**config.mk**
```make
export PLATFORM = sky130hd
export DESIGN_NAME = conv_pair_top
export DESIGN_NICKNAME = d
export VERILOG_FILES = /design/src/rtl/conv_cfg_pkg.sv /design/src/rtl/conv_if_pkg.sv /design/src/rtl/conv_pair_top.sv /design/src/rtl/conv_merge.sv /design/src/rtl/conv_layer.sv /design/src/rtl/conv_node.sv /design/src/rtl/conv_weight_rom.sv /design/src/rtl/conv_window_buffer.sv
export SDC_FILE = /design/constraint.sdc
export NUM_CORES = 2
export LEC_CHECK = 0
export ABC_AREA = 1
export CORE_MARGIN = 3
export CORE_UTILIZATION = 38
export CTS_CLUSTER_DIAMETER = 50
export DETAILED_ROUTE_END_ITERATION = 6
export DONT_BUFFER_PORTS = 1
export PLACE_DENSITY = 0.61
export SYNTH_ARGS = -nofsm -noshare
export SYNTH_HDL_FRONTEND = slang
export SYNTH_SLANG_ARGS = --single-unit
export TNS_END_PERCENT = 30
```
**constraint.sdc**
```tcl
create_clock -name clk_i -period 11.6 [get_ports clk_i]
set_clock_uncertainty 0.05 [all_clocks]
set_input_delay 0.58 -clock clk_i [delete_from_list [all_inputs] [get_ports clk_i]]
set_output_delay 0.58 -clock clk_i [all_outputs]
set_load 0.005 [all_outputs]
```
**src/rtl/conv_cfg_pkg.sv**
```systemverilog
// Geometry, word types and constant kernel tables of the two-channel convolution tile
package conv_cfg_pkg;

    // Window and kernel geometry
    localparam int INPUT_HEIGHT  = 4;
    localparam int KERNEL_HEIGHT = 3;
    localparam int KERNEL_WIDTH  = 2;
    localparam int OUT_ROWS      = INPUT_HEIGHT - KERNEL_HEIGHT + 1;
    localparam int NUM_STEPS     = KERNEL_HEIGHT * KERNEL_WIDTH + 1; // Kernel taps plus the bias
    localparam int NUM_CHANNELS  = 2;

    localparam int WORD_WIDTH = 16;
    localparam int ACC_WIDTH  = 32;

    typedef logic signed [WORD_WIDTH-1:0]     word_t;  // Pixel, weight and result word
    typedef logic signed [ACC_WIDTH-1:0]      acc_t;   // Accumulator of one output row
    typedef logic [$clog2(NUM_STEPS)-1:0]     step_t;  // ROM address and step counter

    // Largest positive result word
    localparam word_t WORD_MAX = 16'sh7fff;

    // Taps run row by row through the kernel, tap s sits at row s / KERNEL_WIDTH and
    // column s % KERNEL_WIDTH of the kernel
    // The last entry of each channel is its bias
    localparam word_t CONV_WEIGHTS [NUM_CHANNELS][NUM_STEPS] = '{
        '{
            16'sd1,
            16'sd2,
            -16'sd1,
            16'sd3,
            16'sd0,
            16'sd1,
            16'sd5
        },
        '{
            -16'sd2,
            16'sd1,
            16'sd1,
            16'sd0,
            16'sd2,
            -16'sd1,
            -16'sd3
        }
    };

endpackage
```
**src/rtl/conv_if_pkg.sv**
```systemverilog
// Beat formats and credit constants at the boundaries of the convolution tile
package conv_if_pkg;

    import conv_cfg_pkg::*;

    // One input window, pixels[r][c] is row r and column c of the strip
    typedef struct packed {
        word_t [INPUT_HEIGHT-1:0][KERNEL_WIDTH-1:0] pixels;
    } window_t;

    // Biased sums of one layer, one per output row
    typedef struct packed {
        acc_t [OUT_ROWS-1:0] sums;
    } channel_out_t;

    // Merged output row after ReLU and saturation
    typedef struct packed {
        word_t [OUT_ROWS-1:0] rows;
    } result_t;

    typedef logic [1:0] credit_cnt_t;

    // Upstream starts with one credit per buffer entry
    localparam credit_cnt_t IN_CREDITS  = 2'd2;

    // Results the merge may send before downstream returns a credit
    localparam credit_cnt_t OUT_CREDITS = 2'd2;

endpackage

```
**src/rtl/conv_pair_top.sv**
```systemverilog
// Two-channel convolution tile with credit flow control at its input and output
`timescale 1ns/100ps

module conv_pair_top (
    input  logic                 clk_i,
    input  logic                 reset_i,
    input  logic                 win_valid_i,
    input  conv_if_pkg::window_t win_i,
    output logic                 credit_o,
    input  logic                 credit_i,
    output logic                 result_valid_o,
    output conv_if_pkg::result_t result_o
);
    import conv_if_pkg::*;

    window_t      win;
    logic         nonempty;
    logic         pop;
    logic         done_a;
    logic         done_b;
    channel_out_t chan_a;
    channel_out_t chan_b;
    logic         merge_ready;

    // Both layers start on the same pop, so they also finish together
    assign pop = nonempty && done_a && done_b && merge_ready;

    conv_window_buffer i_window_buffer (
        .clk_i,
        .reset_i,
        .win_valid_i,
        .win_i,
        .pop_i      (pop),
        .win_o      (win),
        .nonempty_o (nonempty),
        .credit_o
    );

    conv_layer #(
        .CHANNEL(0)
    ) i_layer_a (
        .clk_i,
        .reset_i,
        .start_i  (pop),
        .win_i    (win),
        .done_o   (done_a),
        .result_o (chan_a)
    );

    conv_layer #(
        .CHANNEL(1)
    ) i_layer_b (
        .clk_i,
        .reset_i,
        .start_i  (pop),
        .win_i    (win),
        .done_o   (done_b),
        .result_o (chan_b)
    );

    conv_merge i_merge (
        .clk_i,
        .reset_i,
        .done_a_i (done_a),
        .done_b_i (done_b),
        .chan_a_i (chan_a),
        .chan_b_i (chan_b),
        .credit_i,
        .ready_o  (merge_ready),
        .result_valid_o,
        .result_o
    );

endmodule

```
**src/rtl/conv_merge.sv**
```systemverilog
// Adds both channel sums per row with ReLU and saturation, then sends under output credits
`timescale 1ns/100ps

module conv_merge (
    input  logic                      clk_i,
    input  logic                      reset_i,
    input  logic                      done_a_i,
    input  logic                      done_b_i,
    input  conv_if_pkg::channel_out_t chan_a_i,
    input  conv_if_pkg::channel_out_t chan_b_i,
    input  logic                      credit_i,
    output logic                      ready_o,
    output logic                      result_valid_o,
    output conv_if_pkg::result_t      result_o
);
    import conv_cfg_pkg::*;
    import conv_if_pkg::*;

    logic        both_done;
    logic        both_done_q;  // Sums of the finished layers already taken
    logic        capture;
    logic        holding;      // A merged row waits to be sent
    credit_cnt_t credits;
    result_t     merged;

    function automatic word_t relu_sat(acc_t a, acc_t b);
        acc_t sum;
        sum = a + b;
        if (sum < 0) begin
            return '0;
        end else if (sum > acc_t'(WORD_MAX)) begin
            return WORD_MAX;
        end
        return word_t'(sum);
    endfunction

    always_comb begin
        for (int r = 0; r < OUT_ROWS; r++) begin
            merged.rows[r] = relu_sat(chan_a_i.sums[r], chan_b_i.sums[r]);
        end
    end

    assign both_done      = done_a_i && done_b_i;
    assign capture        = both_done && !both_done_q && !holding;  // Finished sums wait here
    assign ready_o        = !holding;
    assign result_valid_o = holding && (credits != '0);

    always_ff @(posedge clk_i) begin
        if (reset_i) begin
            both_done_q <= 1'b1;  // Nothing to take before the first window
            holding     <= 1'b0;
            credits     <= OUT_CREDITS;
        end else begin
            if (!both_done) begin
                both_done_q <= 1'b0;
            end else if (capture) begin
                both_done_q <= 1'b1;
            end
            if (capture) begin
                holding <= 1'b1;
            end else if (result_valid_o) begin
                holding <= 1'b0;
            end
            case ({result_valid_o, credit_i})
                2'b10:   credits <= credits - 1'b1;
                2'b01:   credits <= credits + 1'b1;
                default: credits <= credits;
            endcase
        end
    end

    always_ff @(posedge clk_i) begin
        if (capture) begin
            result_o <= merged;
        end
    end

endmodule

```
**src/rtl/conv_layer.sv**
```systemverilog
// One convolution channel that steps its kernel ROM across a window and biases the sums
`timescale 1ns/100ps

module conv_layer #(
    parameter int CHANNEL = 0
) (
    input  logic                      clk_i,
    input  logic                      reset_i,
    input  logic                      start_i,
    input  conv_if_pkg::window_t      win_i,
    output logic                      done_o,
    output conv_if_pkg::channel_out_t result_o
);
    import conv_cfg_pkg::*;

    typedef enum logic {
        ST_IDLE,
        ST_BUSY
    } state_t;

    state_t state;
    step_t  step_cnt;      // ROM address, rests at zero while idle
    logic   issue;         // A ROM read belonging to the current window
    logic   last_step;
    step_t  step_q;        // Step and flags of the word now leaving the ROM
    logic   step_valid_q;
    logic   bias_q;
    word_t  weight;

    // Step 0 is already addressed in the start cycle
    assign issue     = ((state == ST_IDLE) && start_i) || (state == ST_BUSY);
    assign last_step = (step_cnt == step_t'(NUM_STEPS - 1));

    always_ff @(posedge clk_i) begin
        if (reset_i) begin
            state    <= ST_IDLE;
            step_cnt <= '0;
        end else begin
            case (state)
                ST_IDLE: begin
                    if (start_i) begin
                        state    <= ST_BUSY;
                        step_cnt <= step_t'(1);
                    end
                end
                ST_BUSY: begin
                    if (last_step) begin
                        state    <= ST_IDLE;
                        step_cnt <= '0;
                    end else begin
                        step_cnt <= step_cnt + 1'b1;
                    end
                end
                default: state <= ST_IDLE;
            endcase
        end
    end

    // Line the step information up with the one-cycle ROM latency
    always_ff @(posedge clk_i) begin
        if (reset_i) begin
            step_valid_q <= 1'b0;
            step_q       <= '0;
            bias_q       <= 1'b0;
        end else begin
            step_valid_q <= issue;
            step_q       <= step_cnt;
            bias_q       <= issue && last_step;
        end
    end

    // Done once the bias step has been accumulated
    assign done_o = (state == ST_IDLE) && !step_valid_q;

    conv_weight_rom #(
        .CHANNEL(CHANNEL)
    ) i_weight_rom (
        .clk_i,
        .addr_i (step_cnt),
        .data_o (weight)
    );

    for (genvar i = 0; i < OUT_ROWS; i++) begin : g_node
        conv_node i_conv_node (
            .clk_i,
            .reset_i,
            .start_i,
            .column_i     (win_i.pixels[i +: KERNEL_HEIGHT]),  // Rows i to i + KERNEL_HEIGHT - 1
            .weight_i     (weight),
            .step_i       (step_q),
            .step_valid_i (step_valid_q),
            .add_bias_i   (bias_q),
            .sum_o        (result_o.sums[i])
        );
    end

endmodule

```
**src/rtl/conv_node.sv**
```systemverilog
// Multiply-accumulate for one output row of a convolution channel
`timescale 1ns/100ps

module conv_node (
    input  logic                clk_i,
    input  logic                reset_i,
    input  logic                start_i,
    input  conv_cfg_pkg::word_t [conv_cfg_pkg::KERNEL_HEIGHT-1:0]
                                [conv_cfg_pkg::KERNEL_WIDTH-1:0] column_i,
    input  conv_cfg_pkg::word_t weight_i,
    input  conv_cfg_pkg::step_t step_i,
    input  logic                step_valid_i,
    input  logic                add_bias_i,
    output conv_cfg_pkg::acc_t  sum_o
);
    import conv_cfg_pkg::*;

    localparam int NUM_TAPS = KERNEL_HEIGHT * KERNEL_WIDTH;

    word_t [NUM_TAPS-1:0] taps;  // Same order as the weights in the ROM
    word_t                pixel;
    acc_t                 product;
    acc_t                 acc;

    assign taps = column_i;

    always_comb begin
        pixel = '0;
        if (!add_bias_i && (step_i < step_t'(NUM_TAPS))) begin
            pixel = taps[step_i];
        end
        product = acc_t'(pixel) * acc_t'(weight_i);
    end

    always_ff @(posedge clk_i) begin
        if (reset_i || start_i) begin
            acc <= '0;  // Each window starts from an empty sum
        end else if (step_valid_i) begin
            if (add_bias_i) begin
                acc <= acc + acc_t'(weight_i);  // On the bias step the ROM word is the bias
            end else begin
                acc <= acc + product;
            end
        end
    end

    assign sum_o = acc;

endmodule

```
**src/rtl/conv_weight_rom.sv**
```systemverilog
// Synchronous weight table of one convolution channel, taps first and bias last
`timescale 1ns/100ps

module conv_weight_rom #(
    parameter int CHANNEL = 0
) (
    input  logic                clk_i,
    input  conv_cfg_pkg::step_t addr_i,
    output conv_cfg_pkg::word_t data_o
);
    import conv_cfg_pkg::*;

    logic addr_ok;

    // The counter never goes past the bias entry, spare codes read as zero
    assign addr_ok = (addr_i < step_t'(NUM_STEPS));

    always_ff @(posedge clk_i) begin
        if (addr_ok) begin
            data_o <= CONV_WEIGHTS[CHANNEL][addr_i];
        end else begin
            data_o <= '0;
        end
    end

endmodule

```
**src/rtl/conv_window_buffer.sv**
```systemverilog
// Two-entry input FIFO that holds windows until both layers accept them
`timescale 1ns/100ps

module conv_window_buffer (
    input  logic                 clk_i,
    input  logic                 reset_i,
    input  logic                 win_valid_i,
    input  conv_if_pkg::window_t win_i,
    input  logic                 pop_i,
    output conv_if_pkg::window_t win_o,
    output logic                 nonempty_o,
    output logic                 credit_o
);
    import conv_if_pkg::*;

    typedef logic [$clog2(IN_CREDITS)-1:0] ptr_t;

    window_t     mem [IN_CREDITS];  // One entry per upstream credit
    ptr_t        wr_ptr;
    ptr_t        rd_ptr;
    credit_cnt_t count;
    logic        full;
    logic        push;

    function automatic ptr_t next_ptr(ptr_t ptr);
        return (ptr == ptr_t'(IN_CREDITS - 1)) ? '0 : ptr + 1'b1;
    endfunction

    assign full       = (count == IN_CREDITS);
    assign nonempty_o = (count != '0);
    assign push       = win_valid_i && !full;  // A credited sender never finds it full

    always_ff @(posedge clk_i) begin
        if (reset_i) begin
            wr_ptr   <= '0;
            rd_ptr   <= '0;
            count    <= '0;
            credit_o <= 1'b0;
        end else begin
            if (push) begin
                wr_ptr <= next_ptr(wr_ptr);
            end
            if (pop_i) begin
                rd_ptr <= next_ptr(rd_ptr);
            end
            case ({push, pop_i})
                2'b10:   count <= count + 1'b1;
                2'b01:   count <= count - 1'b1;
                default: count <= count;
            endcase
            credit_o <= pop_i;  // The freed entry goes back to upstream as a credit
        end
    end

    // The popped window stays in win_o for the whole computation of both layers
    always_ff @(posedge clk_i) begin
        if (push) begin
            mem[wr_ptr] <= win_i;
        end
        if (pop_i) begin
            win_o <= mem[rd_ptr];
        end
    end

endmodule

```
# After elaboration in Yosys (flattened, before gate mapping)
# Memory sizes are Yosys's and may differ from the RTL's. A register that Yosys moved wholly into a read port is not among the register bits.
# Cells that the tools add are included.
dict set report word_totals {
  reg_bits 187
  ram_bits 256
  rom_bits 256
  input_bits 132
  output_inout_bits 34
  memories 3
}
dict set report classes {
  addsub 18
  mul 4
  n_lt_le_gt_ge 10
  eq_ne 10
  n_mux 46
  bitwise 4
  reduce_logical 33
}
# name depth width read_ports rd_ports_with_merged_regs wr line
set mem_list {}
lappend mem_list {i_window_buffer.mem 2 128 1 1 1 conv_window_buffer.sv:18} ;# window_t mem [IN_CREDITS];
lappend mem_list {{(name not given)} 8 16 1 1 0 conv_weight_rom.sv:20} ;# data_o <= CONV_WEIGHTS[CHANNEL][addr_i];
lappend mem_list {{(name not given)} 8 16 1 1 0 conv_weight_rom.sv:20}
# op count
set op_table {}
lappend op_table {{$mux W16} 14}
lappend op_table {{$add A32 B32 Y32} 6}
lappend op_table {{$bmux W16 S3} 4}
lappend op_table {{$add A32 B16 Y32} 4}
lappend op_table {{$mul A16 B16 Y32} 4}
lappend op_table {{$mux W32} 4}
lappend op_table {{$gt A32 B16 Y1 const B} 2}
lappend op_table {{$lt A32 B1 Y1 const B} 2}
lappend op_table {{$logic_and A1 B1 Y1} 16}
lappend op_table {{$mux W1} 15}
lappend op_table {{$lt A3 B3 Y1 const B} 4}
lappend op_table {{$pmux W3 S2} 2}
lappend op_table {{$reduce_bool A2 Y1} 5}
lappend op_table {{$logic_not A1 Y1} 9}
lappend op_table {{$mux W3} 3}
lappend op_table {{$lt A3 B4 Y1 const B} 2}
lappend op_table {{$not A3 Y4} 2}
lappend op_table {{$pmux W2 S2} 2}
lappend op_table {{$add A3 B1 Y3 const B} 2}
lappend op_table {{$eq A2 B2 Y1 const B} 3}
lappend op_table {{$eq A3 B3 Y1 const B} 2}
lappend op_table {{$add A2 B1 Y2 const B} 2}
lappend op_table {{$eq A2 B1 Y1 const B} 2}
lappend op_table {{$ne A2 B2 Y1 const B} 2}
lappend op_table {{other kinds (6)} 12}

# Logic depth before layout (Yosys ltp)
dict set report logic_depth {
  ltp_word 8
  mapped_depth 40
}

# By module
# Synthesis repeated with hierarchy kept, for this count alone.
dict set report hier_totals {
  cells_unflattened 10366
  area_unflattened_um2 82598.0
}
# mod n_inst cells_per_inst area_per_inst_um2 seq_area_each_um2
set modules_own_cells {}
lappend modules_own_cells {{conv_node (i_layer_b.g_node[1].i_conv_node)} 1 2137 15497.4 640.6}
lappend modules_own_cells {{conv_node (i_layer_a.g_node[1].i_conv_node)} 1 2125 15354.7 640.6}
lappend modules_own_cells {{conv_node (i_layer_b.g_node[0].i_conv_node)} 1 2096 15337.2 640.6}
lappend modules_own_cells {{conv_node (i_layer_a.g_node[0].i_conv_node)} 1 2086 15290.9 640.6}
lappend modules_own_cells {conv_window_buffer 1 561 13359.1 11631.2}
lappend modules_own_cells {conv_merge 1 1218 6663.9 1041.0}
lappend modules_own_cells {conv_layer 2 42 320.3 180.2}
lappend modules_own_cells {{conv_weight_rom (i_layer_b.i_weight_rom)} 1 29 226.5 60.1}
lappend modules_own_cells {{conv_weight_rom (i_layer_a.i_weight_rom)} 1 27 216.5 80.1}
lappend modules_own_cells {conv_pair_top 1 3 11.3 0.0}

# Worst setup path after synthesis
# OpenSTA, ideal clock, no wires.
dict set report synth_path {
  kind {reg2reg}
  startpoint {register i_layer_a.step_valid_q}
  endpoint {register i_window_buffer.count[1]}
  setup_time_ps 70
  arrival_ps 8540
  required_time_ps 11480
  path_slack_ps 2940
  path_stages_with_launch 10
  cell_sequence {dfxtp_1 > nor4_1 > nand2_1 > a21oi_1 > ha_1 > inv_1 > nand2_1 > nor2_1 > o21ai_0 > a21oi_1}
}
dict set report synth_between {
  elab_chain_len 7
  elab_cells_between_ends 9
  cone_classes {eq/ne (2); mux (1); reduce/logical (6)}
}
# item line
set synth_lines {}
lappend synth_lines {{from (decl)} conv_layer.sv:26} ;# logic step_valid_q;
lappend synth_lines {{from (signal assigned)} conv_layer.sv:66} ;# step_valid_q <= issue;
lappend synth_lines {{$logic_not A1 Y1 (*)} conv_layer.sv:73} ;# assign done_o = (state == ST_IDLE) && !step_valid_q;
lappend synth_lines {{$logic_and A1 B1 Y1 (*)} conv_layer.sv:73}
lappend synth_lines {{$logic_and A1 B1 Y1 (*) (3 in series)} conv_pair_top.sv:26} ;# assign pop = nonempty && done_a && done_b && merge_ready;
lappend synth_lines {{net i_layer_a.g_node[0].i_conv_node.start_i} conv_node.sv:7} ;# input logic start_i,
lappend synth_lines {{$eq A2 B1 Y1 / $eq A2 B2 Y1 (equally long branches)} conv_window_buffer.sv:46} ;# case ({push, pop_i})
lappend synth_lines {{$pmux W2 S2 / $reduce_bool A2 Y1 (equally long branches)} n/a}
lappend synth_lines {{to (signal assigned)} conv_window_buffer.sv:47} ;# 2'b10: count <= count + 1'b1;
lappend synth_lines {{to (signal assigned)} conv_window_buffer.sv:48} ;# 2'b01: count <= count - 1'b1;
lappend synth_lines {{to (signal assigned)} conv_window_buffer.sv:49} ;# default: count <= count;
lappend synth_lines {{to (decl)} conv_window_buffer.sv:21} ;# credit_cnt_t count;
# The timed path passes the listed nets; every way through them passes the cells marked *.
# A chain may end at the register's enable or synchronous reset.

# Worst setup path after layout
dict set report layout_path {
  startpoint {register i_layer_b.step_q[0]}
  endpoint {register i_layer_b.g_node[1].i_conv_node.acc[29]}
}
dict set report layout_between {
  elab_chain_len 6
  elab_cells_between_ends 8
  cone_classes {add/sub (1); mul (1); order compare (1); mux (4); reduce/logical (1)}
}
# item line
set layout_lines {}
lappend layout_lines {{from (decl)} conv_layer.sv:25} ;# step_t step_q;
lappend layout_lines {{from (signal assigned)} conv_layer.sv:67} ;# step_q <= step_cnt;
lappend layout_lines {{$bmux W16 S3 / $lt A3 B3 Y1 (equally long branches)} {conv_node.sv:30, conv_node.sv:29}}
lappend layout_lines {{$mux W16 (implied by the code) / $logic_and A1 B1 Y1 (equally long branches)} {conv_node.sv:30, conv_node.sv:29}}
lappend layout_lines {{$mux W16 (*)} conv_node.sv:29} ;# if (!add_bias_i && (step_i < step_t'(NUM_TAPS))) begin
lappend layout_lines {{$mul A16 B16 Y32 (*)} conv_node.sv:32} ;# product = acc_t'(pixel) * acc_t'(weight_i);
lappend layout_lines {{$add A32 B32 Y32 (*)} conv_node.sv:42} ;# acc <= acc + product;
lappend layout_lines {{$mux W32 (*)} conv_node.sv:39} ;# if (add_bias_i) begin
lappend layout_lines {{to (signal assigned)} conv_node.sv:40} ;# acc <= acc + acc_t'(weight_i);
lappend layout_lines {{to (signal assigned)} conv_node.sv:42}
lappend layout_lines {{to (decl)} conv_node.sv:23} ;# acc_t acc;
# Every way passes the cells marked *; elsewhere a longest branch is shown, timed or not. The select of a mux whose other input is x is not followed.

==> metrics.cfg <==
[critical_path]
endpoint_kind = flip-flop
required_ns = 12.15
cp_num_buf_inv = 8
reg2reg_setup_slack_ns = 2.19
slowest_stage = dfxtp_2
slowest_delay_ns = 0.90
ff2ff_path_depth = 31
cp.depth = 31
arrival_ns = 9.96
r2r-end = i_layer_b.g_node[1].i_conv_node.sum_o[29]$_SDFFE_PP0P_
r2r-start = i_layer_b.step_q[0]$_SDFF_PP0_
crit_path_frequent_cell = inv_1
crit_fanout = 51
crit_path_start = i_layer_b.step_q[0]$_SDFF_PP0_
crit_family = adder cells
crit_path_end = i_layer_b.g_node[1].i_conv_node.sum_o[29]$_SDFFE_PP0P_
worstSetupStartpointType = flip-flop
worst-setup-path-type = reg2reg

[layout]
stdcell_count = 11700
drive_above_1_share = 0.0311
final_net_count = 10800
final_cell_mix = inv_1, nand2_1, fa_1
area_growth_syn_to_layout_pct = 9.50
mostFrequentLayoutCell = inv_1

[yosys]
yosysTopAreaCellShare = 0.259
synthFlopType = edfxtp_1
synth_cell_types = 61
synthTopCellsByArea = fa_1, edfxtp_1, inv_1
ys.warnings.count = 0
ys_ff_latch = 578
yosysSeqAreaShare = 0.217
syn_area_um2 = 72500
yosysTopAreaCell = fa_1
synthArstFlopShare = 0
postSynthCellCount = 9112
postSynthAreaPerCell_um2 = 7.96
synth-edff-count = 416

[floorplan]
io_pins = 166
std_cell_rows = 159
initial_utilization = 0.384
die_h_um = 443
dieArea_um2 = 196000
die_width_um = 443
coreArea_um2 = 189000

[status]
violations = DRC
outcome = finished with violations

[cts]
cts_buffers = 82
cts_num_sinks = 578
clk_pin_slew_ns = 0.06
clockBufferDepth = 3
root_buffer = clkbuf_16
ctsHoldBuffers = 129
post_cts_buffers = 0
clock_latency_ns = 0.72
cts_tree = built
htreeDepth = 3
post_cts_resized = 0

[global_route]
grt_max_degree = 79
grt_use_total = 0.238
grt_pass1_wl_mm = 362
antenna_found_initial = 9
grt_pass1_vias = 61200
grt_remaining_overflow = 0

[drt]
via_per_inst = 5.12
vias = 60000
first_pass_iters = 7
wl_per_cell_um = 19.9
drtAntennaViolNets = 0
routed_wirelength_mm = 233
route.detailed.drc = 20
first_iter_violations = 4904

[sta]
post-route-period-util = 0.811
max-slew-margin-rel = 0.231
hold_viol = 0
period_needed_ns = 9.41
final-setup-viol-count = 0
max_freq_ghz = 0.106
hold_slack_ns = 0.0647
fin_tns_setup_ns = 0
slew_violations = 0
rsz0062_at_grt = no
fin_ws_ns = 2.19
worst_slew_pin_slew_ns = 1.15

[job]
drv_cap = 0

[placed_design]
port_buffers = 0
dp.cells = 11400
hpwlAfterDp_mm = 194
place_ws_ns = 2.55
place.gp.congestion = 1.01

[min_path]
hold_class = in2reg

==> worst min-delay path by stage <==
| stage | from | endpoint | slack [ns] | cells past startpoint |
|---|---|---|---|---|
| finish | reset_i | i_merge.both_done_q$_SDFFE_PP1P_ | 0.06 | 2 |
| floorplan | i_window_buffer.count[1]$_SDFFE_PP0P_ | i_window_buffer.count[1]$_SDFFE_PP0P_ | 0.37 | 1 |
| detailed placement | i_window_buffer.count[1]$_SDFFE_PP0P_ | i_window_buffer.count[1]$_SDFFE_PP0P_ | 0.40 | 1 |
| CTS | reset_i | i_merge.both_done_q$_SDFFE_PP1P_ | 0.02 | 2 |
| global route | credit_i | i_merge.credits[0]$_SDFFE_PP0P_ | 0.07 | 2 |
| global placement | i_window_buffer.count[1]$_SDFFE_PP0P_ | i_window_buffer.count[1]$_SDFFE_PP0P_ | 0.39 | 1 |
==> per-layer routing <==
layer	GRT usage	vias to the layer above	wire [um]
met1	0.312	29100	99800
met4	0.0985	10	11300
met5	0	-	64
met2	0.391	1805	108000
met3	0.0378	418	14100
li1	-	28700	-
==> cell usage after synthesis (55+ instances only) <==
cell,number
ha_1,593
nand3_1,330
o21ai_0,516
dfxtp_1,162
nor3_1,55
edfxtp_1,416
nand2_1,1873
nor2_1,792
a21oi_1,528
xor2_1,69
fa_1,938
clkbuf_1,148
inv_1,2034
nand4_1,103
==> cells by family (layout without fill, tap and decap cells) <==
family | Yosys count | after routing | synth area share
other | 1 | 6 | 0.0000517
buffers and inverters | 2272 | 2394 | 0.119
AO/OA/AOI/OAI | 1328 | 1328 | 0.102
adder cells (fa/ha/maj) | 1531 | 1531 | 0.361
flip-flops | 578 | 578 | 0.217
AND/OR/NAND/NOR | 3274 | 3274 | 0.185
multiplexers | 13 | 13 | 0.00179
XOR/XNOR | 115 | 115 | 0.0139
==> final cells by class <==
class                           instances  area (um^2)
Antenna cell                            4         10.0
Tap cell                             2495         3120
Clock inverter                         57          736
Sequential cell                       578        15800
Timing Repair Buffer                  179         1670
Multi-Input combinational cell       6263        48200
Fill cell                           18900       109000
Clock buffer                           96         2150
Inverter                             2062         7740
==> registers in the layout (all words and copies together) (netlist names), 2 cells and up <==
signal	count
i_layer_b.step_cnt	3
i_layer_b.i_weight_rom.data_o	3
i_window_buffer.win_o	128
i_window_buffer.count	2
i_merge.result_o	32
i_layer_a.step_q	3
i_layer_b.g_node.i_conv_node.sum_o	64
i_merge.credits	2
i_layer_a.g_node.i_conv_node.sum_o	64
i_layer_b.step_q	3
i_window_buffer.mem	256
i_layer_a.step_cnt	3
i_layer_a.i_weight_rom.data_o	4
==> worst register-to-register path, delay by kind of cell (launching register included) <==
kind                     cells  cell delay, ns
AND/OR/NAND/NOR             10            1.61
buffers and inverters        8            1.38
adder cells (fa/ha/maj)      7            3.53
AO/OA/AOI/OAI                6            1.84
flip-flops                   1            0.90
==> stage by stage <==
| stage | utilization | instance area (um^2) |
|---|---|---|
| floorplan | - | 72500 |
| global placement | 0.398 | 75200 |
| detailed placement | 0.398 | 75200 |
| CTS | 0.420 | 79400 |
| global route | 0.420 | 79400 |
| finish | 0.420 | 79400 |
Power is left out: the tool's default activity adds up to more than one toggle a clock period on the data nets, which glitch-free logic cannot reach.
